$ cat config.mk
export PLATFORM = sky130hd
export DESIGN_NAME = usbLineSampler
export DESIGN_NICKNAME = d
export VERILOG_FILES = /design/src/usbBufPkg.sv /design/src/usbLineSampler.sv
export SDC_FILE = /design/constraint.sdc
export NUM_CORES = 1
export LEC_CHECK = 0
export BUFFER_PORTS_ARGS = -buffer_cell sky130_fd_sc_hd__buf_4
export CAP_MARGIN = 40
export CORE_AREA = 4 4 41 43
export DETAILED_ROUTE_END_ITERATION = 7
export DIE_AREA = 0 0 45 47
export PLACE_DENSITY_LB_ADDON = 0.08
export REMOVE_ABC_BUFFERS = 1
export SYNTH_ARGS = -nofsm -noshare
export SYNTH_HDL_FRONTEND = slang
export SYNTH_SLANG_ARGS = --single-unit
$ cat constraint.sdc
create_clock -name clock -period 1.25 [get_ports clock]
set_clock_uncertainty 0.05 [all_clocks]
set_input_delay 0.0625 -clock clock [delete_from_list [all_inputs] [get_ports clock]]
set_output_delay 0.0625 -clock clock [all_outputs]
set_load 0.02 [all_outputs]
$ cat src/usbBufPkg.sv
// USB receive buffer definitions

package usbBufPkg;

	// ring geometry, four entries per word
	localparam int ENTRY_W = 9;
	localparam int LANES = 4;
	localparam int WORD_W = ENTRY_W * LANES;
	localparam int INDEX_W = 10;
	localparam int WORD_ADDR_W = 8;
	localparam int RING_WORDS = 1 << WORD_ADDR_W;
	localparam logic [ENTRY_W-1:0] EOP_ENTRY = 9'h100;

	// full-speed bit timing in system clocks
	localparam int BIT_CYCLES = 8;
	localparam int PHASE_W = $clog2(BIT_CYCLES);
	localparam logic [PHASE_W-1:0] PHASE_LAST = PHASE_W'(BIT_CYCLES - 1);
	localparam logic [PHASE_W-1:0] PHASE_STROBE = PHASE_W'(BIT_CYCLES / 2 - 1);

	// line states as {D-, D+}
	localparam logic [1:0] LINE_SE0 = 2'b00;
	localparam logic [1:0] LINE_J = 2'b01;

	// receive framing
	localparam logic [7:0] SYNC_PATTERN = 8'b1000_0000;
	localparam logic [2:0] STUFF_RUN = 3'd6;

	// MMIO bus
	localparam int MMIO_DATA_W = 64;
	localparam int MMIO_ADDR_W = 32;
	localparam int MMIO_OPM_W = 5;
	localparam int FIELD_W = 16;

	typedef enum logic [1:0] {
		OK_READY = 2'd0,
		OK_OK = 2'd1,
		OK_HOLD = 2'd2
	} mmioOkT;

	localparam logic [1:0] OPM_READ = 2'd1;
	localparam logic [1:0] OPM_WRITE = 2'd2;

	// address windows and control registers
	localparam logic [2:0] BUF_SEL = 3'd4;
	localparam logic [7:0] CTL_SEL = 8'hE8;
	localparam logic [5:0] REG_RX_START = 6'd0;
	localparam logic [5:0] REG_RX_END = 6'd1;
	localparam logic [5:0] REG_STATUS = 6'd2;

endpackage

$ cat src/usbLineSampler.sv
// USB line sampler

`timescale 1ns/1ns

module usbLineSampler (
	input logic clock,
	input logic reset,
	input logic dPlus,
	input logic dMinus,
	output logic [1:0] lineState,
	output logic bitStrobe
);
	import usbBufPkg::*;

	logic [1:0] syncMeta;
	logic [1:0] prevLine;
	logic [PHASE_W-1:0] phase;
	logic lineChange;

	// any edge on the pair realigns the bit clock
	assign lineChange = (lineState != prevLine);

	always_ff @(posedge clock)
	begin
		if (reset)
		begin
			syncMeta <= LINE_SE0;
			lineState <= LINE_SE0;
			prevLine <= LINE_SE0;
			phase <= '0;
			bitStrobe <= 1'b0;
		end
		else
		begin
			// two-flop synchroniser
			syncMeta <= {dMinus, dPlus};
			lineState <= syncMeta;
			prevLine <= lineState;

			if (lineChange)
				phase <= PHASE_W'(1);
			else if (phase == PHASE_LAST)
				phase <= '0;
			else
				phase <= phase + 1'b1;

			// strobe lands at mid-bit, half a bit after the edge
			bitStrobe <= !lineChange && (phase == PHASE_STROBE);
		end
	end

endmodule

==> results.md <==
Clock tree:
- The clock slew at the register clock pins of the worst setup and hold paths is roughly 60 ps.
- The later pin in the worst-skew pair is clocked with a latency of 250 ps.
- Clock tree synthesis selected as its root buffer the cell sky130_fd_sc_hd__clkbuf_4.
- Buffers inserted during clock tree synthesis total 3.
- The longest clock path from root to sink contains 2 buffers.
- The deepest level of the CTS H-tree is 1.
- The number of buffers inserted by post-CTS setup repair is 0.
- TritonCTS built the clock tree.
- Clock tree synthesis found a total of 10 sinks.

Route:
- The count of TritonRoute iterations in the first routing pass is 2.
- The final antenna-violating net count is 0.
- In the final routed layout, each cell accounts on average for 10.35 microns.
- Across all layers, the routed design uses 244 vias.
- The first routing iteration left 4 violations.
- In the routed layout, each cell is associated on average with a via count of 4.281.
- The final routed wirelength across all metal layers is 590 microns.
- After detailed routing, the number of remaining DRC violations is 0.

Final layout:
- In the final layout, the share of cells above drive strength 1 is 28.57%.
- The area growth from synthesis to layout is 35.79%.
- The number of antenna diodes is 0.
- For this run, the post-layout net count is 51.
- The final design area excluding fillers is 484.2 sq um.

Timing:
- The normalized max-slew margin is 83.99%.
- The setup TNS is 0 ps.
- Setup repair after global routing left no endpoint under its margin.
- For the finished layout, the period the worst path requires is 1155 ps.
- Setup violations remaining at the end of the flow were counted as 0.
- Derived from the worst setup path, the maximum achievable clock frequency is 865.4 MHz.
- The number of hold violations in the final report came to 0.
- The slew at the pin closest to its max-slew limit is 236.8 ps.
- The total count of max-transition violations in the final report was 0.
- The fraction of the cycle the final worst path needs is 92.44%.

Global route:
- Across every metal layer, demand over resource in global routing totals under 10%.
- The via count of the first global-routing pass is 256.
- The maximum number of pins on one net before global-route repair is 10.
- The number of antenna violations at the first check in global routing was 0.
- The routing usage on met3 is around 2.3%.
- met2 is the most crowded layer.
- Global routing consumed, on the met1 layer, 6.912% of the routing resources.
- The first-pass GRT wire length is 1.048 mm.
- The global-route met2 utilization is 12.43%.
- The aggregate global routing overflow is 0.

Die:
- The core region is 1301 sq um.
- Once the floorplan was initialized, standard cells occupied 27.40% of the core.
- The die is ~47 microns tall.
- For this design the top-level I/O count stands at 7.
- The floorplan step set the die width to around 45 microns.
- The number of placement rows is 13.
- The die outline area is 2115 sq um.

Worst setup path:
- Along the worst path, the maximum fanout reaches 2.
- The data required time of the critical path is 1380 ps.
- The type of the worst setup path is reg2reg.
- STA classifies the critical path startpoint as a flop.
- STA classifies the critical path endpoint as a flop.
- The path depth of the worst reg2reg path is 4.
- Data arrives at the worst endpoint at 1290 ps.

Worst hold path:
- The instance count along the most critical hold path is 1.
- The path type of the worst min-delay path is reg2reg.

Synthesis:
- In the synthesized netlist, the number of instances is 30.
- The Yosys step of the flow raised 0 warnings.
- Counting distinct cell types in the post-synthesis netlist gives 11.
- The sequential element share of the synthesized area is 56.14%.
- The mapped netlist covers 356.6 sq um.
- The number of storage elements in the synthesis netlist is 10.
- The area share of the largest cell type after synthesis is 56.14%.
- The synthesized area per cell is 11.89 sq um.
- The cell taking the most area after synthesis is sky130_fd_sc_hd__dfxtp_1.
- Sorting the synthesized cells by area gives the leading types as sky130_fd_sc_hd__dfxtp_1 (56%), sky130_fd_sc_hd__ha_1 (11%), sky130_fd_sc_hd__nor2b_1 (11%), sky130_fd_sc_hd__nor4b_1 (4.9%), sky130_fd_sc_hd__xnor2_1 (4.9%).

Pwr:
- The total power after layout is between 0.0006 and 0.0007 W.
- Across the VDD grid, the largest voltage drop is approximately 0.46 mV.
- The total power per unit cell area is between 1000 and 1500 nW/um^2.
- The leakage dissipation is 0.2065 nW.

Placement:
- The instance area after placement is 420.4 sq um.
- The count of buffers added on input and output ports is 6.
- The congestion estimate from routability-driven global placement came to 0.5692.

Job:
- The reported max-cap violation count is 0.

Status:
- The flow ran to the end, and the final reports show no timing, DRC or antenna violations.
report_power, final:
group          total [W]  leakage (nW)  internal (W)  switching (W)
registers       0.000344        0.0822      0.000335     0.00000898
clock network   0.000209        0.0138      0.000111      0.0000982
logic          0.0000593         0.110     0.0000346      0.0000247
through the flow:
step | hold WS (ps) | setup WS (ps) | util, % | instances
5_1_grt | 419.0 | 30.53 | 37.21 | 57
3_5_place_dp | 232.2 | 7.022 | 32.31 | 51
4_1_cts | 389.5 | 7.082 | 36.54 | 57
6_report | 385.1 | 94.52 | 37.21 | 57
2_1_floorplan | 81.91 | 105.3 | - | 30
3_3_place_gp | 227.8 | 74.52 | 32.31 | 51
cells in the mapped netlist:
cell	instances
sky130_fd_sc_hd__a31oi_1	1
sky130_fd_sc_hd__and4_1	1
sky130_fd_sc_hd__dfxtp_1	10
sky130_fd_sc_hd__ha_1	3
sky130_fd_sc_hd__inv_1	1
sky130_fd_sc_hd__nor2_1	1
sky130_fd_sc_hd__nor2b_1	6
sky130_fd_sc_hd__nor4b_1	2
sky130_fd_sc_hd__or2_1	1
sky130_fd_sc_hd__xnor2_1	2
sky130_fd_sc_hd__xor2_1	2
layer usage:
layer	vias up	part of all wire [%]
met5	-	0
met4	0	0
met3	0	3.7
met2	5	54
met1	115	42
li1	124	-
state kept, by name (all words and copies together) (netlist names):
signal and count:
phase 3, lineState 2, prevLine 2, syncMeta 2, bitStrobe 1
cell usage in the layout, fill, tap and decap left out, drive strengths merged:
master	instances
a31oi	1
and4	1
buf	6
clkbuf	3
dfxtp	10
dlygate4sd3	3
ha	3
inv	1
nor2	1
nor2b	6
nor4b	2
or2	1
xnor2	2
xor2	2
what timing repair did:
action / in CTS / in global routing
hold buffers: 3 / 0
endpoints found under the setup margin: 1 / 2
hold endpoints to repair: 8 / 0
pin swaps: 0 / 2
gates cloned: 0 / 0
gates resized for setup: 1 / 2
logic make-up after synthesis:
group,Yosys count,share of synthesized area [%]
simple gates,11,20.70
fa+ha+maj,3,10.53
buf+inv,1,1.052
flops,10,56.14
compound gates,1,1.756
xor+xnor,4,9.826
worst max-delay path, cell delays in order, from the launching register on:
cell                      delay, ps
sky130_fd_sc_hd__dfxtp_1        310
sky130_fd_sc_hd__ha_2           190
sky130_fd_sc_hd__ha_2           170
sky130_fd_sc_hd__or2_1          230
sky130_fd_sc_hd__a31oi_1        130
final cells by class:
type / count / area [sq um]
fill: 142 / 817.0
timing repair buffer: 9 / 75.07
inverter: 1 / 3.754
sequential: 10 / 200.2
tap: 15 / 18.77
multi-input combinational: 19 / 163.9
clock buffer: 3 / 22.52
worst paths after layout:
path                     startpoint                       to  slack, ps
max             phase[0]$_SDFF_PP0_      phase[0]$_SDFF_PP0_         90
min          syncMeta[0]$_SDFF_PP0_  lineState[0]$_SDFF_PP0_        390
max reg2reg     phase[0]$_SDFF_PP0_      phase[0]$_SDFF_PP0_         90
min reg2reg  syncMeta[0]$_SDFF_PP0_  lineState[0]$_SDFF_PP0_        390
(Power assumes the default switching activity.)
