File: config.mk
export PLATFORM = sky130hd
export DESIGN_NAME = usbRxDecoder
export DESIGN_NICKNAME = d
export VERILOG_FILES = /design/src/usbBufPkg.sv /design/src/usbRxDecoder.sv
export SDC_FILE = /design/constraint.sdc
export NUM_CORES = 1
export LEC_CHECK = 0
export BUFFER_PORTS_ARGS = -buffer_cell sky130_fd_sc_hd__buf_2
export CAP_MARGIN = 10
export CORE_ASPECT_RATIO = 1.25
export CORE_UTILIZATION = 58
export DETAILED_ROUTE_END_ITERATION = 7
export GPL_TIMING_DRIVEN = 1
export HOLD_SLACK_MARGIN = 0.03
export PLACE_DENSITY = 0.9
export SETUP_SLACK_MARGIN = 0.1
export SLEW_MARGIN = 20
export SYNTH_ARGS = -nofsm -noshare
export SYNTH_HDL_FRONTEND = slang
export SYNTH_SLANG_ARGS = --single-unit
export TNS_END_PERCENT = 30
File: constraint.sdc
create_clock -name clock -period 3.9 [get_ports clock]
set_input_delay 0.39 -clock clock [delete_from_list [all_inputs] [get_ports clock]]
set_output_delay 0.39 -clock clock [all_outputs]
set_load 0.05 [all_outputs]
File: src/usbBufPkg.sv
// USB receive buffer definitions

package usbBufPkg;

	// ring geometry, four entries per word
	localparam int ENTRY_W = 9;
	localparam int LANES = 4;
	localparam int WORD_W = ENTRY_W * LANES;
	localparam int INDEX_W = 10;
	localparam int WORD_ADDR_W = 8;
	localparam int RING_WORDS = 1 << WORD_ADDR_W;
	localparam logic [ENTRY_W-1:0] EOP_ENTRY = 9'h100;

	// full-speed bit timing in system clocks
	localparam int BIT_CYCLES = 8;
	localparam int PHASE_W = $clog2(BIT_CYCLES);
	localparam logic [PHASE_W-1:0] PHASE_LAST = PHASE_W'(BIT_CYCLES - 1);
	localparam logic [PHASE_W-1:0] PHASE_STROBE = PHASE_W'(BIT_CYCLES / 2 - 1);

	// line states as {D-, D+}
	localparam logic [1:0] LINE_SE0 = 2'b00;
	localparam logic [1:0] LINE_J = 2'b01;

	// receive framing
	localparam logic [7:0] SYNC_PATTERN = 8'b1000_0000;
	localparam logic [2:0] STUFF_RUN = 3'd6;

	// MMIO bus
	localparam int MMIO_DATA_W = 64;
	localparam int MMIO_ADDR_W = 32;
	localparam int MMIO_OPM_W = 5;
	localparam int FIELD_W = 16;

	typedef enum logic [1:0] {
		OK_READY = 2'd0,
		OK_OK = 2'd1,
		OK_HOLD = 2'd2
	} mmioOkT;

	localparam logic [1:0] OPM_READ = 2'd1;
	localparam logic [1:0] OPM_WRITE = 2'd2;

	// address windows and control registers
	localparam logic [2:0] BUF_SEL = 3'd4;
	localparam logic [7:0] CTL_SEL = 8'hE8;
	localparam logic [5:0] REG_RX_START = 6'd0;
	localparam logic [5:0] REG_RX_END = 6'd1;
	localparam logic [5:0] REG_STATUS = 6'd2;

endpackage

File: src/usbRxDecoder.sv
// USB receive bit decoder

`timescale 1ns/1ns

module usbRxDecoder (
	input logic clock,
	input logic reset,
	input logic [1:0] lineState,
	input logic bitStrobe,
	output logic entryValid,
	output logic [usbBufPkg::ENTRY_W-1:0] entry,
	output logic packetActive
);
	import usbBufPkg::*;

	logic [1:0] prevState;
	logic [7:0] bitWindow;
	logic [2:0] onesCount;
	logic [2:0] bitCount;
	logic decodedBit;
	logic [7:0] nextWindow;
	logic lineSe0;
	logic lineData;

	assign lineSe0 = (lineState == LINE_SE0);
	// J or K, SE1 is ignored
	assign lineData = lineState[1] ^ lineState[0];

	// NRZI: no change is a one
	assign decodedBit = (lineState == prevState);

	// LSB first, so new bits enter at the top
	assign nextWindow = {decodedBit, bitWindow[7:1]};

	always_ff @(posedge clock)
	begin
		if (reset)
		begin
			prevState <= LINE_J;
			bitWindow <= '1;
			onesCount <= '0;
			bitCount <= '0;
			packetActive <= 1'b0;
			entryValid <= 1'b0;
		end
		else
		begin
			entryValid <= 1'b0;
			if (bitStrobe)
			begin
				if (lineSe0)
				begin
					// end of packet, a partial byte is dropped
					if (packetActive)
						entryValid <= 1'b1;
					packetActive <= 1'b0;
					prevState <= lineState;
					bitWindow <= '1;
					onesCount <= '0;
					bitCount <= '0;
				end
				else if (lineData)
				begin
					prevState <= lineState;
					if (!packetActive)
					begin
						bitWindow <= nextWindow;
						if (nextWindow == SYNC_PATTERN)
						begin
							packetActive <= 1'b1;
							// trailing one of the sync counts toward stuffing
							onesCount <= 3'd1;
							bitCount <= '0;
						end
					end
					else if (onesCount == STUFF_RUN)
					begin
						// stuffed bit, discard
						onesCount <= '0;
					end
					else
					begin
						bitWindow <= nextWindow;
						onesCount <= decodedBit ? onesCount + 3'd1 : 3'd0;
						bitCount <= bitCount + 3'd1;
						if (bitCount == 3'd7)
							entryValid <= 1'b1;
					end
				end
			end
		end
	end

	// entry payload, only meaningful while entryValid is high
	always_ff @(posedge clock)
	begin
		if (bitStrobe)
			entry <= lineSe0 ? EOP_ENTRY : {1'b0, nextWindow};
	end

endmodule

==> results of run 1 <==
kinds of logic after synthesis:
group                    synth area share
AO/OA/AOI/OAI                       0.123
XOR/XNOR                           0.0152
adder cells (fa/ha/maj)            0.0652
buffers and inverters              0.0228
flip-flops                          0.530
AND/OR/NAND/NOR                     0.243
worst register-to-register path: cells and delay by family (launching register included):
family          cells  cell delay, ns
simple gates        3            1.34
compound gates      2            0.28
flops               1            0.36
flip-flops by register name, indices dropped and copies added, names as in the netlist:
name	count
prevState	2
bitCount	3
packetActive	1
entryValid	1
entry	9
bitWindow	7
onesCount	3
placed cells by master, fill, tap and decap left out:
master | Yosys | layout
xor2_1 | 2 | 2
o31ai_2 | 1 | 1
a21oi_1 | 6 | 6
a22oi_1 | 1 | 1
nor3_1 | 10 | 10
inv_1 | 4 | 4
nand2_1 | 10 | 10
or4_4 | 1 | 1
ha_1 | 6 | 6
or2_2 | 1 | 1
nor2b_1 | 9 | 9
o31ai_1 | 1 | 1
clkinv_1 | 0 | 1
nor4_4 | 1 | 1
or4_1 | 2 | 2
or3_1 | 1 | 1
edfxtp_1 | 9 | 9
clkbuf_4 | 0 | 3
o211ai_1 | 1 | 1
nand4b_1 | 1 | 1
o21ai_0 | 7 | 7
dfxtp_1 | 17 | 17
a31oi_1 | 3 | 3
nor2_1 | 13 | 13
buf_2 | 0 | 15
o21ai_1 | 3 | 3
nand2b_1 | 3 | 3
a211oi_1 | 1 | 1
routing by layer:
layer,vias to the layer above,global-route usage,part of all wire
met2,50,0.336,0.49
met4,0,0.124,0.0052
met1,407,0.245,0.43
li1,444,-,-
met5,-,0,0
met3,2,0.0313,0.070
per-stage QoR:
stage | std cells | power, mW | instance area, um^2 | hold WS [ns] | util
floorplan | 117 | 0.344 | 1150 | 0.436 | -
global placement | 148 | 0.357 | 1240 | 0.445 | 0.685
detailed placement | 148 | 0.358 | 1240 | 0.457 | 0.685
CTS | 152 | 0.466 | 1260 | 0.316 | 0.700
global route | 152 | 0.482 | 1260 | 0.329 | 0.700
finish | 152 | 0.465 | 1260 | 0.321 | 0.700
power groups by stage:
stage	clock network (mW)	registers (mW)	logic [mW]
2_1_floorplan	0	0.319	0.0255
3_3_place_gp	0	0.299	0.0585
3_5_place_dp	0	0.299	0.0592
4_1_cts	0.114	0.293	0.0595
5_1_grt	0.123	0.294	0.0647
6_report	0.112	0.293	0.0595
cell type report:
class,count,area (um^2)
timing repair buffer,15,75.1
fill,127,543
inverter,4,15.0
tap,19,23.8
multi-input combinational,84,514
clock buffer,3,22.5
sequential,26,611
clock inverter,1,3.75
path summary, 6_finish.rpt:
check	startpoint	to	cells past startpoint
worst max-delay path	lineState[0]	bitCount[2]	8
worst min-delay path	reset	onesCount[2]	2
worst max register to register	bitWindow[4]	onesCount[2]	5
worst min register to register	bitCount[1]	bitCount[1]	2
==> summary.md, run 1 <==
| Metric | Value |
|---|---|
| Setup CP Type | `input port to flop` |
| YS warnings | `0` |
| Vias in the first global route | `about 790` |
| Width of the die | `41.8 um` |
| CP max stage cell | `ha_1` |
| Switch share | `0.264` |
| Max Freq | `0.441 GHz` |
| PwrDens | `around 370 mW/mm^2` |
| Iter 0 DRT Violations | `33` |
| Crit-path max cell delay | `around 0.64 ns` |
| Critical path buffers and inverters | `2` |
| Total wire length | `1930 um` |
| Maximum buffer depth of the clock tree | `2` |
| Post-route ant nets | `0` |
| GP Congestion | `0.915` |
| Post-synth EDFFs | `9` |
| Vias post-DR | `about 900` |
| Arrival time worst endpoint | `approximately 2.5 ns` |
| Critical Path, Cell by Cell | `buf_2 -> inv_1 -> ha_1 -> nor2b_1 -> a31oi_1 -> o31ai_1 -> a22oi_1 -> nor2_1` |
| Drt wl/cell | `12.7 um` |
| Largest net degree at the start of global routing | `24` |
| Clock share of power | `0.241` |
| CP Capture Type | `flop` |
| Gr usage total | `0.202` |
| Synth cell count leaders | `dfxtp_1, nor2_1, nand2_1, nor3_1` |
| Async set or reset register ratio after synthesis | `0` |
| Starting Density | `0.637` |
| FP Rows | `17` |
| Inserted Clock Buffers | `3` |
| Resize count post-CTS | `0` |
| Overflow after GRT | `0` |
| Clock Latency Late Sink | `slightly above 0.3 ns` |
| # diodes | `0` |
| Synth top area cells | `dfxtp_1, edfxtp_1, ha_1, nor2b_1, nor3_1` |
| Cell taking the most area after synthesis | `dfxtp_1` |
| Seq/Total Area, Yosys | `0.530` |
| Leakage Power | `~0.48 nW` |
| Count of state elements after synthesis | `26` |
| Initial antenna violation count | `0` |
| Clk sinks | `26` |
| Crit path time final | `roughly 2.3 ns` |
| Synthesized Nets | `between 100 and 150` |
| CP Max Fanout | `23` |
| Dominant cell by count in the synthesized netlist | `dfxtp_1` |
| Post-place setup slack | `~1.3 ns` |
| Maxcap violations | `0` |
| Critical path's top delay family | `compound AO/OA/AOI/OAI gates` |
| CTS H-tree lvls | `1` |
| Post-layout nets | `roughly 150` |
| R2R setup slack | `about 1.9 ns` |
| Port-buffer cells | `15` |
| Post CTS Setup Buffer Count | `0` |
| Seq pwr share | `0.630` |
| Number of vias per cell | `just under 6` |
| Core area | `between 0.0015 and 0.002 mm^2` |
| Area Overhead vs Synth | `9.89%` |
| Comb pwr share | `0.128` |
| Hold buffer count at cts | `0` |
| PnR worst setup slack | `between 1.5 and 2 ns` |
| Final worst-path cycle share | `0.582` |
| Total die area | `~0.0022 mm^2` |
| # IOs | `16` |
| TritonCTS clock tree | `built` |
| Int Power | `342 uW` |
| HP Class | `input port to flop` |
| Remaining DRCs | `0` |
| Clk root buf | `clkbuf_4` |
| Status | `finished, final reports clean` |
| Worst rel slew slack | `0.505` |
| Netlist cell types | `26` |
| Reg clk slew, reported paths | `0.13 ns` |
| Total Neg Setup Slack | `0 ns` |
| RSZ-0062 raised after global routing | `no` |
| Layout cells sized above 1 | `0.165` |
| Yosys top cell area share | `0.296` |
| Max-slew violations | `0` |
| Type of origin of the critical path | `input port` |
| Setup Skew | `between 0.0015 and 0.002 ns` |
| Initial DRT Pass Iterations | `5` |
| First-pass GRT wire length | `about 3300 um` |
| Post-DP HPWL | `1420 um` |
| # setup viols final | `0` |
| Post-synthesis cell area | `roughly 0.0012 mm^2` |
| Worst path required time | `between 4 and 5 ns` |
| Post-Synthesis Cells | `~120` |
| Final hold vios | `0` |
| Slew @ Worst Pin | `approximately 0.74 ns` |
| Syn Area/Cell | `between 9 and 10 um^2` |
| Switching power total | `123 uW` |
| Die height | `51.8 um` |
| Worst VDD drop | `around 230 uV` |
| Main synth FF type | `dfxtp_1` |
Power figures use the tool's default switching activity.
==> run 2, diff against run 1 <==
- CORE_UTILIZATION: 58 -> 49
- PLACE_DENSITY: 0.9 -> 0.82
- clock period: 3.9 -> 1.9 ns (I/O delays scaled with it)
==> summary.md, run 2 (same netlist as run 1, synthesis figures left out) <==
| Metric | Value |
|---|---|
| Maxcap violations | `0` |
| Setup CP Type | `flop to flop` |
| Vias post-DR | `between 900 and 1,000` |
| Clock share of power | `0.242` |
| Worst path required time | `~2.2 ns` |
| Setup Skew | `0.00330 ns` |
| Remaining DRCs | `0` |
| Status | `complete, but fails checks` |
| Clk sinks | `26` |
| Type of origin of the critical path | `flop` |
| Layout cells sized above 1 | `0.227` |
| Clock Latency Late Sink | `approximately 0.32 ns` |
| Arrival time worst endpoint | `roughly 2.2 ns` |
| PwrDens | `approximately 720 mW/mm^2` |
| CP Max Fanout | `5` |
| Slew @ Worst Pin | `between 0.3 and 0.4 ns` |
| # setup viols final | `2` |
| Vias in the first global route | `a little under 900` |
| Inserted Clock Buffers | `3` |
| Most common cell after layout, fill and taps aside | `dfxtp_1` |
| Initial antenna violation count | `0` |
| GP Congestion | `between 0.8 and 0.9` |
| Crit path time final | `1.93 ns` |
| RSZ-0062 raised after global routing | `yes` |
| TritonCTS clock tree | `built` |
| Number of vias per cell | `5.46` |
| CP Capture Type | `flop` |
| Seq pwr share | `0.616` |
| Largest net degree at the start of global routing | `17` |
| Die height | `approximately 56 um` |
| Post-DP HPWL | `approximately 1600 um` |
| Total die area | `approximately 0.0025 mm^2` |
| Post-route ant nets | `0` |
| Starting Density | `0.521` |
| Final hold vios | `0` |
| Clk root buf | `clkbuf_4` |
| Reg clk slew, reported paths | `~0.13 ns` |
| Port-buffer cells | `15` |
| Max Freq | `between 0.5 and 0.6 GHz` |
| PnR worst setup slack | `-0.0349 ns` |
| Post-layout power | `around 980 uW` |
| # diodes | `0` |
| Switching power total | `264 uW` |
| # IOs | `16` |
| Drt wl/cell | `12.6 um` |
| Final core utilization | `0.610` |
| Post-layout nets | `153` |
| Final hold slack | `between 0.1 and 0.15 ns` |
| Width of the die | `45.4 um` |
| CTS H-tree lvls | `1` |
| Area Overhead vs Synth | `17.1%` |
| Iter 0 DRT Violations | `39` |
| Largest register FFs | `9` |
| Failing checks | `setup timing` |
| Post-place setup slack | `between 0.0015 and 0.002 ns` |
| Total wire length | `2170 um` |
| Maximum buffer depth of the clock tree | `2` |
| Worst VDD drop | `411 uV` |
| Core area | `~0.0022 mm^2` |
| Comb pwr share | `0.142` |
| Largest regs | `entry: 9 flops, bitWindow: 7 flops` |
| FP Rows | `19` |
| Leakage Power | `around 0.52 nW` |
| First-pass GRT wire length | `about 3800 um` |
| Gr usage total | `0.201` |
| Final worst-path cycle share | `1.02` |
| Initial DRT Pass Iterations | `4` |
| Max-slew violations | `0` |
| Switch share | `0.270` |
| HP Class | `input port to flop` |
| Most frequent cells in the layout | `dfxtp_1, buf_2, nor2_1, nand2_1, nor3_1` |
| Int Power | `slightly above 700 uW` |
| Worst rel slew slack | `0.732` |
| Biggest register | `entry` |
| Overflow after GRT | `0` |
[run 2: stage by stage]
stage	setup TNS [ns]	std cells	cell area, um^2
after global routing	-0.258	172	1350
after detailed placement	0	168	1310
after floorplan	0	117	1150
final	-0.0528	172	1350
after CTS	-0.0468	172	1340
after global placement	0	168	1310
[run 2: what timing repair did]
action,4_1_cts,5_1_grt
gates resized for setup,0,2
hold buffers,0,0
endpoints found under the setup margin,2,2
setup buffers,0,0
[run 2: layout make-up]
| class | count | area (um^2) |
|---|---|---|
| Tap cell | 31 | 38.8 |
| Timing Repair Buffer | 23 | 135 |
| Clock buffer | 3 | 22.5 |
| Sequential cell | 26 | 611 |
| Multi-Input combinational cell | 84 | 522 |
| Clock inverter | 1 | 3.75 |
| Inverter | 4 | 15.0 |
| Fill cell | 197 | 863 |
[run 2: power groups by stage]
stage               clock (mW)  combinational [mW]  sequential [mW]
global route             0.264               0.151            0.604
CTS                      0.245               0.138            0.601
detailed placement           0               0.138            0.614
finish                   0.236               0.139            0.601
global placement             0               0.135            0.613
floorplan                    0              0.0524            0.654
[run 2: critical path: stages, from the launching register on]
cell	delay [ns]
dfxtp_1	0.35
or3_1	0.39
nor4_4	0.32
o31ai_2	0.13
or4_1	0.54
a21oi_2	0.15
[run 2: routing by layer]
metal | GRT usage | wire length (um)
met1 | 0.273 | 964
met2 | 0.304 | 1080
met3 | 0.0357 | 86
met4 | 0.0952 | 38
met5 | 0 | 0
[run 2: worst paths after layout]
check / cells past startpoint / end / startpoint / slack (ns)
worst max-delay path: 5 / onesCount[2] / bitWindow[5] / -0.03
worst min-delay path: 2 / onesCount[1] / reset / 0.12
worst max register to register: 5 / onesCount[2] / bitWindow[5] / -0.03
worst min register to register: 2 / bitCount[1] / bitCount[1] / 0.47
