## config.mk

```make
export PLATFORM = sky130hd
export DESIGN_NAME = usbMmioSlave
export DESIGN_NICKNAME = d
export VERILOG_FILES = /design/src/usbBufPkg.sv /design/src/usbMmioSlave.sv
export SDC_FILE = /design/constraint.sdc
export NUM_CORES = 1
export LEC_CHECK = 0
export ABC_AREA = 1
export BUFFER_PORTS_ARGS = -buffer_cell sky130_fd_sc_hd__buf_4
export CORE_ASPECT_RATIO = 1.75
export CORE_MARGIN = 5
export CORE_UTILIZATION = 38
export CTS_CLUSTER_DIAMETER = 200
export DETAILED_ROUTE_END_ITERATION = 12
export PLACE_DENSITY_LB_ADDON = 0.25
export SETUP_SLACK_MARGIN = 0.3
export SYNTH_ARGS = -nofsm -noshare
export SYNTH_HDL_FRONTEND = slang
export SYNTH_SLANG_ARGS = --single-unit
```

## constraint.sdc

```tcl
create_clock -name clock -period 4 [get_ports clock]
set_clock_uncertainty 0.2 [all_clocks]
set_input_delay 0.4 -clock clock [delete_from_list [all_inputs] [get_ports clock]]
set_output_delay 0.4 -clock clock [all_outputs]
set_load 0.02 [all_outputs]
```

## src/usbBufPkg.sv

```systemverilog
// USB receive buffer definitions

package usbBufPkg;

	// ring geometry, four entries per word
	localparam int ENTRY_W = 9;
	localparam int LANES = 4;
	localparam int WORD_W = ENTRY_W * LANES;
	localparam int INDEX_W = 10;
	localparam int WORD_ADDR_W = 8;
	localparam int RING_WORDS = 1 << WORD_ADDR_W;
	localparam logic [ENTRY_W-1:0] EOP_ENTRY = 9'h100;

	// full-speed bit timing in system clocks
	localparam int BIT_CYCLES = 8;
	localparam int PHASE_W = $clog2(BIT_CYCLES);
	localparam logic [PHASE_W-1:0] PHASE_LAST = PHASE_W'(BIT_CYCLES - 1);
	localparam logic [PHASE_W-1:0] PHASE_STROBE = PHASE_W'(BIT_CYCLES / 2 - 1);

	// line states as {D-, D+}
	localparam logic [1:0] LINE_SE0 = 2'b00;
	localparam logic [1:0] LINE_J = 2'b01;

	// receive framing
	localparam logic [7:0] SYNC_PATTERN = 8'b1000_0000;
	localparam logic [2:0] STUFF_RUN = 3'd6;

	// MMIO bus
	localparam int MMIO_DATA_W = 64;
	localparam int MMIO_ADDR_W = 32;
	localparam int MMIO_OPM_W = 5;
	localparam int FIELD_W = 16;

	typedef enum logic [1:0] {
		OK_READY = 2'd0,
		OK_OK = 2'd1,
		OK_HOLD = 2'd2
	} mmioOkT;

	localparam logic [1:0] OPM_READ = 2'd1;
	localparam logic [1:0] OPM_WRITE = 2'd2;

	// address windows and control registers
	localparam logic [2:0] BUF_SEL = 3'd4;
	localparam logic [7:0] CTL_SEL = 8'hE8;
	localparam logic [5:0] REG_RX_START = 6'd0;
	localparam logic [5:0] REG_RX_END = 6'd1;
	localparam logic [5:0] REG_STATUS = 6'd2;

endpackage

```

## src/usbMmioSlave.sv

```systemverilog
// MMIO slave for the receive port

`timescale 1ns/1ns

module usbMmioSlave (
	input logic clock,
	input logic reset,
	input logic [usbBufPkg::MMIO_DATA_W-1:0] mmioInData,
	input logic [usbBufPkg::MMIO_ADDR_W-1:0] mmioAddr,
	input logic [usbBufPkg::MMIO_OPM_W-1:0] mmioOpm,
	output logic [usbBufPkg::MMIO_DATA_W-1:0] mmioOutData,
	output usbBufPkg::mmioOkT mmioOK,
	output logic rdReq,
	output logic [usbBufPkg::WORD_ADDR_W-1:0] rdWord,
	input logic [usbBufPkg::WORD_W-1:0] rdData,
	input logic rdDone,
	output logic wrStart,
	output logic wrEnd,
	output logic [usbBufPkg::INDEX_W-1:0] wrIndex,
	input logic [usbBufPkg::INDEX_W-1:0] rxStart,
	input logic [usbBufPkg::INDEX_W-1:0] rxEnd,
	input logic [1:0] lineState,
	input logic packetActive
);
	import usbBufPkg::*;

	logic [MMIO_DATA_W-1:0] reqData;
	logic [MMIO_ADDR_W-1:0] reqAddr;
	logic [MMIO_OPM_W-1:0] reqOpm;
	logic lowSel;
	logic bufHit;
	logic ctlHit;
	logic isRead;
	logic isWrite;
	logic [5:0] regNum;
	logic [2:0] statusWord;
	logic [MMIO_DATA_W-1:0] regValue;
	logic [MMIO_DATA_W-1:0] bufValue;
	logic [MMIO_DATA_W-1:0] dataNext;
	mmioOkT okNext;

	// request decode, on the registered copy
	assign lowSel = (reqAddr[27:16] == 12'h000);
	assign bufHit = lowSel && (reqAddr[15:13] == BUF_SEL);
	assign ctlHit = lowSel && (reqAddr[15:8] == CTL_SEL);
	assign isRead = (reqOpm[4:3] == OPM_READ);
	assign isWrite = (reqOpm[4:3] == OPM_WRITE);
	assign regNum = reqAddr[7:2];

	assign rdWord = reqAddr[10:3];
	assign wrIndex = reqData[INDEX_W-1:0];
	assign statusWord = {packetActive, lineState};

	always_comb
	begin
		case (regNum)
			REG_RX_START: regValue = MMIO_DATA_W'(rxStart);
			REG_RX_END: regValue = MMIO_DATA_W'(rxEnd);
			REG_STATUS: regValue = MMIO_DATA_W'(statusWord);
			default: regValue = '0;
		endcase
	end

	// one lane per 16-bit field, lane 0 lowest
	always_comb
	begin
		for (int lane = 0; lane < LANES; lane++)
			bufValue[lane*FIELD_W +: FIELD_W] = FIELD_W'(rdData[lane*ENTRY_W +: ENTRY_W]);
	end

	always_comb
	begin
		okNext = OK_READY;
		dataNext = mmioOutData;
		rdReq = 1'b0;
		wrStart = 1'b0;
		wrEnd = 1'b0;

		if (ctlHit && (isRead || isWrite))
		begin
			okNext = OK_OK;
			// act once, then hold the answer while the host keeps the request
			if (mmioOK != OK_OK)
			begin
				if (isRead)
					dataNext = regValue;
				else if (regNum == REG_RX_START)
					wrStart = 1'b1;
				else if (regNum == REG_RX_END)
					wrEnd = 1'b1;
			end
		end
		else if (bufHit && isRead)
		begin
			if (mmioOK == OK_OK)
				okNext = OK_OK;
			else if (rdDone)
			begin
				okNext = OK_OK;
				dataNext = bufValue;
			end
			else
			begin
				// retried until the ring has no store in the way
				okNext = OK_HOLD;
				rdReq = 1'b1;
			end
		end
	end

	always_ff @(posedge clock)
	begin
		if (reset)
		begin
			reqOpm <= '0;
			mmioOK <= OK_READY;
		end
		else
		begin
			reqOpm <= mmioOpm;
			mmioOK <= okNext;
		end
	end

	always_ff @(posedge clock)
	begin
		reqAddr <= mmioAddr;
		reqData <= mmioInData;
		mmioOutData <= dataNext;
	end

endmodule

```

==> results by stage, run 1 <==
Run status:
- The run finished with clean final reports.

Cells and area:
- At the end of the flow, the number of nets in the layout was 649.
- The final design instance area without fill is 4777 sq um.
- The layout overhead on the synthesized area is 61.78%.
- The number of inserted diodes is 0.
- In the layout the commonest cells are sky130_fd_sc_hd__buf_4, sky130_fd_sc_hd__nand2_1, sky130_fd_sc_hd__nor2_1.
- The number of standard cells in the final layout excluding fillers is roughly 580.
- The most frequent standard cell in the layout excluding fill and tap cells is sky130_fd_sc_hd__buf_4.
- The proportion of layout cells with a drive suffix above 1 is 0.3776.
- The total area of multi-input combinational cells is between 600 and 700 sq um.
- Across the whole layout, storage elements account for 1912 sq um.
- The filler cells instantiated in the layout total 611.
- The final core utilization is 0.6313.

Clock tree:
- At the later pin of the worst-skew pair, clock insertion delay measures around 320 ps.
- The clock sink total is 77.
- After clock tree synthesis, the flow added hold-fix buffers numbering 36.
- TritonCTS built the clock tree.
- In this run, CTS created clock tree buffers numbering 9.
- The clock tree root driver cell is sky130_fd_sc_hd__clkbuf_16.
- After clock tree synthesis, the repair step resized 0 gates.
- The longest clock path from root to sink contains 2 buffers.
- The clock tree synthesis step divided the H-tree into 3 levels.
- Clock-pin slew was measured on the worst setup and hold paths at 60 ps.
- The number of setup buffers added after CTS is 0.

Synthesis:
- The async set or reset register ratio after synthesis is 0.
- Yosys attributes the largest share of cell area to sky130_fd_sc_hd__edfxtp_1, sky130_fd_sc_hd__dfxtp_1, sky130_fd_sc_hd__buf_4.
- The cell type contributing the most total cell area after synthesis is sky130_fd_sc_hd__edfxtp_1.
- Summing every instance area after synthesis gives 2953 sq um.
- The per-instance average area after synthesis is 10.11 sq um.
- The number of flops mapped to enable cells by yosys is 37.
- The synthesized flop and latch total is between 70 and 80.
- During synthesis, Yosys emitted a total of 0 warnings.
- The share of synthesized area in the top cell type comes to 0.3763.
- The commonest register cell after synthesis is sky130_fd_sc_hd__dfxtp_1.
- The register area share after synthesis is 0.6475.
- The number of library cell types mapped by synthesis is 21.
- The synthesized instance count is roughly 300.

Min path:
- The path class of the tightest hold or removal check is in -> reg.

Timing:
- For the pin with the worst max-slew slack, the measured transition is approximately 840 ps.
- The maximum clock frequency is 357.1 MHz.
- Headroom to the max-slew limit came out at 0.4400.
- The number of endpoints with negative hold slack in the final report is 0.
- The share of the cycle needed by the critical path after routing is 0.7001.
- The post-route setup TNS is 0 ps.
- The final critical-path setup slack is 1200 ps.
- Setup repair after global routing left no endpoint under its margin.
- The post-route minimum period is 2800 ps.
- The final-report max-slew violation count is 0.
- Setup violations remaining at the end of the flow were counted as 0.

Pwr:
- The areal power density over the cells is 402.1 nW/um^2.
- The peak supply drop is about 0.33 mV.
- The analysis attributes to cell leakage a power of 2.312 nW.

Setup path:
- STA classifies the critical path startpoint as a flip-flop.
- The category of the critical setup timing path is reg -> out.
- Of all nets on the critical path, the largest fanout is 11.
- STA classifies the critical path endpoint as an output pin.
- At the worst endpoint, the required time is ~3400 ps.
- STA puts the critical path data arrival time at 2200 ps.

Detailed routing:
- After the first detailed-routing iteration, the DRC count stood at about 130.
- The total vias in the final route is 2487.
- After detailed routing, the average wire length per cell comes to 13.58 um.
- The via count normalized by instance count is 4.303.
- The first-pass iteration count of the detailed router is 4.
- The detail route stage leaves a number of antenna-violating nets equal to 0.
- The DRC violations left is 0.
- The routed design has 7.852 mm of wire.

Global route:
- The layer flagged by global routing as most heavily used is met2.
- The first-pass GRT wire length is 12.30 mm.
- For met3 alone, demand over resource in global routing was 0.07518.
- The number of antenna violations at the first check in global routing is 0.
- Entering global routing, the biggest net connects 38 pins.
- In the global route stage, met1 resource usage came out at 0.1737.
- For this run, global-route usage on met2 was measured as 0.2687.
- In the global route stage, overall resource usage came out at 0.1607.
- The total overflow left after global routing is 0.
- The number of global-route vias before repair is about 2600.

Die:
- The region available for standard cell placement spans 7567 sq um.
- For this configuration, the core starts out at a cell density of 0.3902.
- The horizontal extent of the die is 76.64 um.
- The die height is 126.6 um.
- The site row count is 42.
- For this design the top-level I/O count stands at 250.
- The die covers 9703 sq um.

Placement:
- The post-place setup slack is 1527 ps.
- After detailed placement, the design holds a cell count of approximately 530.
- The routability congestion estimate from global placement is 0.7497.
- The placed wire-length estimate is 5.823 mm.
- Summing all placed instances gives a cell area of 4073 sq um.
- The count of input and output buffers is 159.

Flow run:
- The count of maximum capacitance violations is 0.
area by class of cell:
class,count,share of cell area
clock buffers,13,0.06207
clock inverters,3,0.009953
inverters,37,0.02907
multi-input cells,162,0.1456
flip-flops and latches,77,0.4002
well taps,88,0.02305
repair buffers,198,0.3300
state kept, by name (all words and copies together) (netlist names):
signal and flops:
reqData 10, mmioOK 2, reqOpm 2, mmioOutData 37
reqAddr 26
worst max-delay path: stages, from the launching register on:
cell and delay (ps):
sky130_fd_sc_hd__dfxtp_1 330, sky130_fd_sc_hd__nor2_2 220, sky130_fd_sc_hd__nand2_1 100, sky130_fd_sc_hd__nor2_1 660, sky130_fd_sc_hd__inv_1 160, sky130_fd_sc_hd__nor3_1 240
sky130_fd_sc_hd__buf_4 180
path summary, 6_finish.rpt:
path	start	end	slack, ps	cells past startpoint
worst max-delay path	reqAddr[7]	wrEnd	1200	6
worst min-delay path	reset	reqOpm[4]	70	2
worst min register to register	reqAddr[14]	mmioOK[1]	440	3
worst max register to register	reqAddr[7]	mmioOutData[3]	1710	7
Yosys cell counts (2+ instances only):
cell                        n
sky130_fd_sc_hd__buf_2      2
sky130_fd_sc_hd__buf_4     38
sky130_fd_sc_hd__buf_6      2
sky130_fd_sc_hd__dfxtp_1   40
sky130_fd_sc_hd__edfxtp_1  37
sky130_fd_sc_hd__inv_1     37
sky130_fd_sc_hd__nand2_1   51
sky130_fd_sc_hd__nand3_1   14
sky130_fd_sc_hd__nand4_1    6
sky130_fd_sc_hd__nor2_1    50
sky130_fd_sc_hd__nor2_2     3
sky130_fd_sc_hd__nor3_1     3
routing by layer:
layer	share of wire	vias to the layer above
met5	0	-
met4	0.017	0
met3	0.12	9
met2	0.47	155
met1	0.39	1088
li1	-	1235
cells by family (layout without fill, tap and decap cells):
family | after synthesis | count (layout) | share of synthesized area
adders and majority gates | 1 | 1 | 0.004237
DFF | 77 | 77 | 0.6475
and+or+nand+nor | 131 | 131 | 0.1864
other | 1 | 27 | 0.001270
AOI/OAI and AO/OA | 3 | 3 | 0.005930
buffers and inverters | 79 | 251 | 0.1547
power by group:
part           internal (mW)  switching (mW)
Clock                  0.585           0.298
Combinational          0.107          0.0785
Sequential             0.845         0.00747
Total                   1.54           0.384
through the flow:
step,hold slack [ps],total power [mW]
final,69.11,1.921
after global routing,56.89,2.004
after CTS,55.32,1.943
after detailed placement,305.6,1.026
after global placement,304.4,1.023
after floorplan,227.7,0.9554
No activity file was read; power rests on OpenSTA's default activity.
==> run 2: changes to the inputs <==
Settings changed: CORE_UTILIZATION 38 to 34.
Clock period 4 ns to 2.3 ns, I/O delays scaled along.
==> run 2 against run 1 <==
Effect of this change: total power rose by 63%; setup slack got worse by 1000 ps; sequential share of layout area decreased by 4.5 points; wire length increased by 13%; via count is 8.5% higher; sequential power grew 74%; first-iteration DRC count grew 10%; design area increased by 13%; core utilization fell by 0.70 points; clock power is 43% higher; global-route usage shrank 0.63 points; combinational power up 100%; critical endpoint is now wrStart; highest routed layer unchanged.
==> results by stage, run 2 (synthesized netlist as in run 1, its figures left out) <==
Global route:
- The total global routing overflow is 0 (unchanged).
- The number of antenna violations at the first check in global routing came to 0 (unchanged).
- The number of global-route vias before repair is 2584 (+0.58%).
- The total global routing track utilization is 0.1545 (-0.006258).
- The largest net degree at the start of global routing is 39 (+2.6%).
- The first-pass GRT wire length is 12.57 mm (+2.2%).

Clock tree:
- The register clock-pin slew on the reported worst setup and hold paths was 60 ps (about the same).
- The maximum level of the CTS H-tree is 3 (unchanged).
- The clock sink total came to 77 (unchanged).
- The largest buffer count on any clock path is 2 (unchanged).
- The worst-skew pair later-pin latency came to 330 ps (about the same).
- The clock tree root driver cell is sky130_fd_sc_hd__clkbuf_16.
- TritonCTS built the clock tree.
- The number of buffers added by the clock tree synthesis step was 9 (unchanged).

Setup path:
- The peak per-stage delay on the critical path is 300 ps (-360 ps).
- The number of cells on the worst reg-to-reg path is 10 (+3).
- The worst setup path is launched from a flip-flop.
- The slowest cell on the critical path is sky130_fd_sc_hd__dfxtp_1.
- The data required time of the critical path is 1870 ps (-1530 ps).
- The category of the critical setup timing path is reg -> out.
- Traced cell by cell, the critical path runs through inv_1, ha_1, nor2_1, inv_1, nor2_4, nand3_2, buf_8, nor3_4, buf_6.
- The instance count on the critical path came to 9 (+3).
- The kind of capture point of the worst setup path is an output pin.
- The number of buffer and inverter stages on the critical path is 4 (+2).
- The arrival time of data at the critical path endpoint is 1670 ps (-530 ps).
- The cell that appears most often on the critical path is sky130_fd_sc_hd__inv_1.
- Grouping stages by cell kind, the critical path spends the most delay in simple AND/OR/NAND/NOR gates.
- The largest driver fanout on the critical path is 3 (-8).

Timing:
- The post-route minimum period is 2096 ps.
- The number of endpoints with negative hold slack in the final report is 0 (unchanged).
- The tightest hold margin came to 16.29 ps (-52.81 ps).
- The maximum clock frequency is 477.1 MHz.
- The count of final setup violators is 0 (unchanged).
- Setup repair after global routing could not meet its margin everywhere.
- The share of the cycle needed by the critical path after routing is 0.9112.
- The final-report max-slew violation count came to 0 (unchanged).

Run status:
- The run finished with clean final reports.

Die:
- The I/O pin total came to 250 (unchanged).
- The initial cell density of the core was 0.3428 (-0.04744).
- The die area is 10720 sq um (+11%).
- The die height was 133.3 um (+5.3%).
- The area of the placeable core is 8615 sq um (+14%).
- The horizontal extent of the die is 80.45 um (+5.0%).
- The site row count is 45 (+7.1%).

Cells and area:
- The final core utilization is 0.6243 (-0.007027).
- Leaving out fill and tap cells, the most frequent cells in the layout are sky130_fd_sc_hd__buf_4, sky130_fd_sc_hd__dlygate4sd3_1, sky130_fd_sc_hd__nand2_1.
- The count of filler cells inserted in the layout is 698 (+14%).
- The number of inserted diodes was 0 (unchanged).
- The proportion of layout cells with a drive suffix above 1 is 0.3766 (-0.0009276).
- Compared with the post-synthesis result, the final layout area differs by 82.12%.
- Counting flops per register, the top entry is mmioOutData.
- Leaving out fill and tap cells, the most frequent cell in the layout is sky130_fd_sc_hd__buf_4.
- The number of flip-flops in the largest register is 37 (unchanged).
- The largest registers in the layout are mmioOutData: 37 flops, reqAddr: 26 flops, reqData: 10 flops.
- The number of standard cells in the final layout excluding fillers is 656 (+13%).
- The final net count came to 698 (+7.6%).

Placement:
- The count of input and output buffers is 159 (unchanged).
- The placed wire-length estimate is 5.811 mm (-0.20%).
- The routability congestion estimate from global placement is 0.7877 (+5.1%).
- The number of placed instances, taps included is 557 (+5.9%).

Detailed routing:
- The total vias in the final route is 2698 (+8.5%).
- The DRC violations left was 0 (unchanged).
- The average wire per standard cell is 13.55 um (-0.25%).
- The via count normalized by instance count is 4.113 (-4.4%).
- The overall routed net length is 8.889 mm (+13%).
- The post-detailed-route count of antenna-violating nets is 0 (unchanged).
- The first-iteration detailed-routing DRC count is 139 (+10%).
- The first-pass iteration count of the detailed router is 4 (unchanged).

Pwr:
- The total power consumption of the routed design is 3.122 mW (+63%).
- The internal portion of total power is 2.427 mW (+58%).
- The combinational fraction of design power is 0.121 (+0.024).
- The switching power as a share of total power is 0.2224 (+0.02274).
- The areal power density over the cells is 580.5 nW/um^2 (+44%).
- The share of power burned in the clock network is 0.404 (-0.055).
- The peak supply drop is 0.4077 mV (+23%).
- The power spent charging and discharging nets is 694.3 uW (+81%).
- The leakage power total came to 2.544 nW (+10%).
- The share of power burned in registers is 0.475 (+0.031).

Min path:
- The count of cells along the worst hold path is 3 (+1).
- The min-delay analysis places its worst path in the category in -> reg.

Flow run:
- The count of maximum capacitance violations is 0 (unchanged).
## run 2: per-stage QoR
| stage | setup TNS, ps | setup WS [ps] | cell area (sq um) |
|---|---|---|---|
| 3_3_place_gp | 0 | 312.8 | 4149 |
| 2_1_floorplan | -1472 | -39.78 | 3068 |
| 5_1_grt | 0 | 75.33 | 5378 |
| 3_5_place_dp | 0 | 300.2 | 4149 |
| 4_1_cts | 0 | 134.9 | 5202 |
| 6_report | 0 | 204.2 | 5378 |
## run 2: cell type report
| cell class | instances | area (sq um) | area share |
|---|---|---|---|
| clock inverter | 6 | 38.79 | 0.007213 |
| clock buffer | 10 | 229.0 | 0.04258 |
| timing repair buffer | 247 | 2180 | 0.4053 |
| tap | 117 | 146.4 | 0.02722 |
| sequential | 77 | 1912 | 0.3555 |
| multi-input combinational | 162 | 733.2 | 0.1363 |
| inverter | 37 | 138.9 | 0.02583 |
## run 2: repair_timing
item	4_1_cts	5_1_grt
resized for setup	12	4
hold endpoints to repair	72	0
setup buffers	2	2
pin swaps	1	2
hold buffers	72	0
endpoints found under the setup margin	3	40
gates cloned	0	7
## run 2: metal layers
| layer | track usage | vias to the layer above | part of all wire |
|---|---|---|---|
| li1 | - | 1337 | - |
| met3 | 0.07578 | 13 | 0.13 |
| met4 | 0.05357 | 0 | 0.015 |
| met1 | 0.1624 | 1208 | 0.35 |
| met5 | 0 | - | 0 |
| met2 | 0.2634 | 140 | 0.51 |
## run 2: worst register-to-register path, cell delays in order (launching register included)
cell,delay (ps)
sky130_fd_sc_hd__dfxtp_1,300
sky130_fd_sc_hd__inv_1,30
sky130_fd_sc_hd__ha_1,260
sky130_fd_sc_hd__nor2_1,80
sky130_fd_sc_hd__inv_1,60
sky130_fd_sc_hd__nor2_4,100
sky130_fd_sc_hd__nand3_2,100
sky130_fd_sc_hd__buf_4,150
sky130_fd_sc_hd__a21oi_4,130
sky130_fd_sc_hd__buf_12,170
sky130_fd_sc_hd__clkbuf_16,160
## run 2: worst paths after layout
kind	slack [ps]	endpoint	start
max reg2reg	260	mmioOutData[0]	reqOpm[4]
min reg2reg	430	mmioOK[1]	reqAddr[14]
min	20	mmioOutData[40]	rdData[26]
max	200	wrStart	reqOpm[4]
## run 2: power by group through the flow
| stage | Sequential, mW | Combinational, mW | Clock [mW] |
|---|---|---|---|
| after floorplan | 1.52 | 0.140 | 0 |
| after global placement | 1.51 | 0.267 | 0 |
| after detailed placement | 1.51 | 0.270 | 0 |
| after CTS | 1.48 | 0.374 | 1.31 |
| after global routing | 1.49 | 0.407 | 1.36 |
| final | 1.48 | 0.378 | 1.26 |
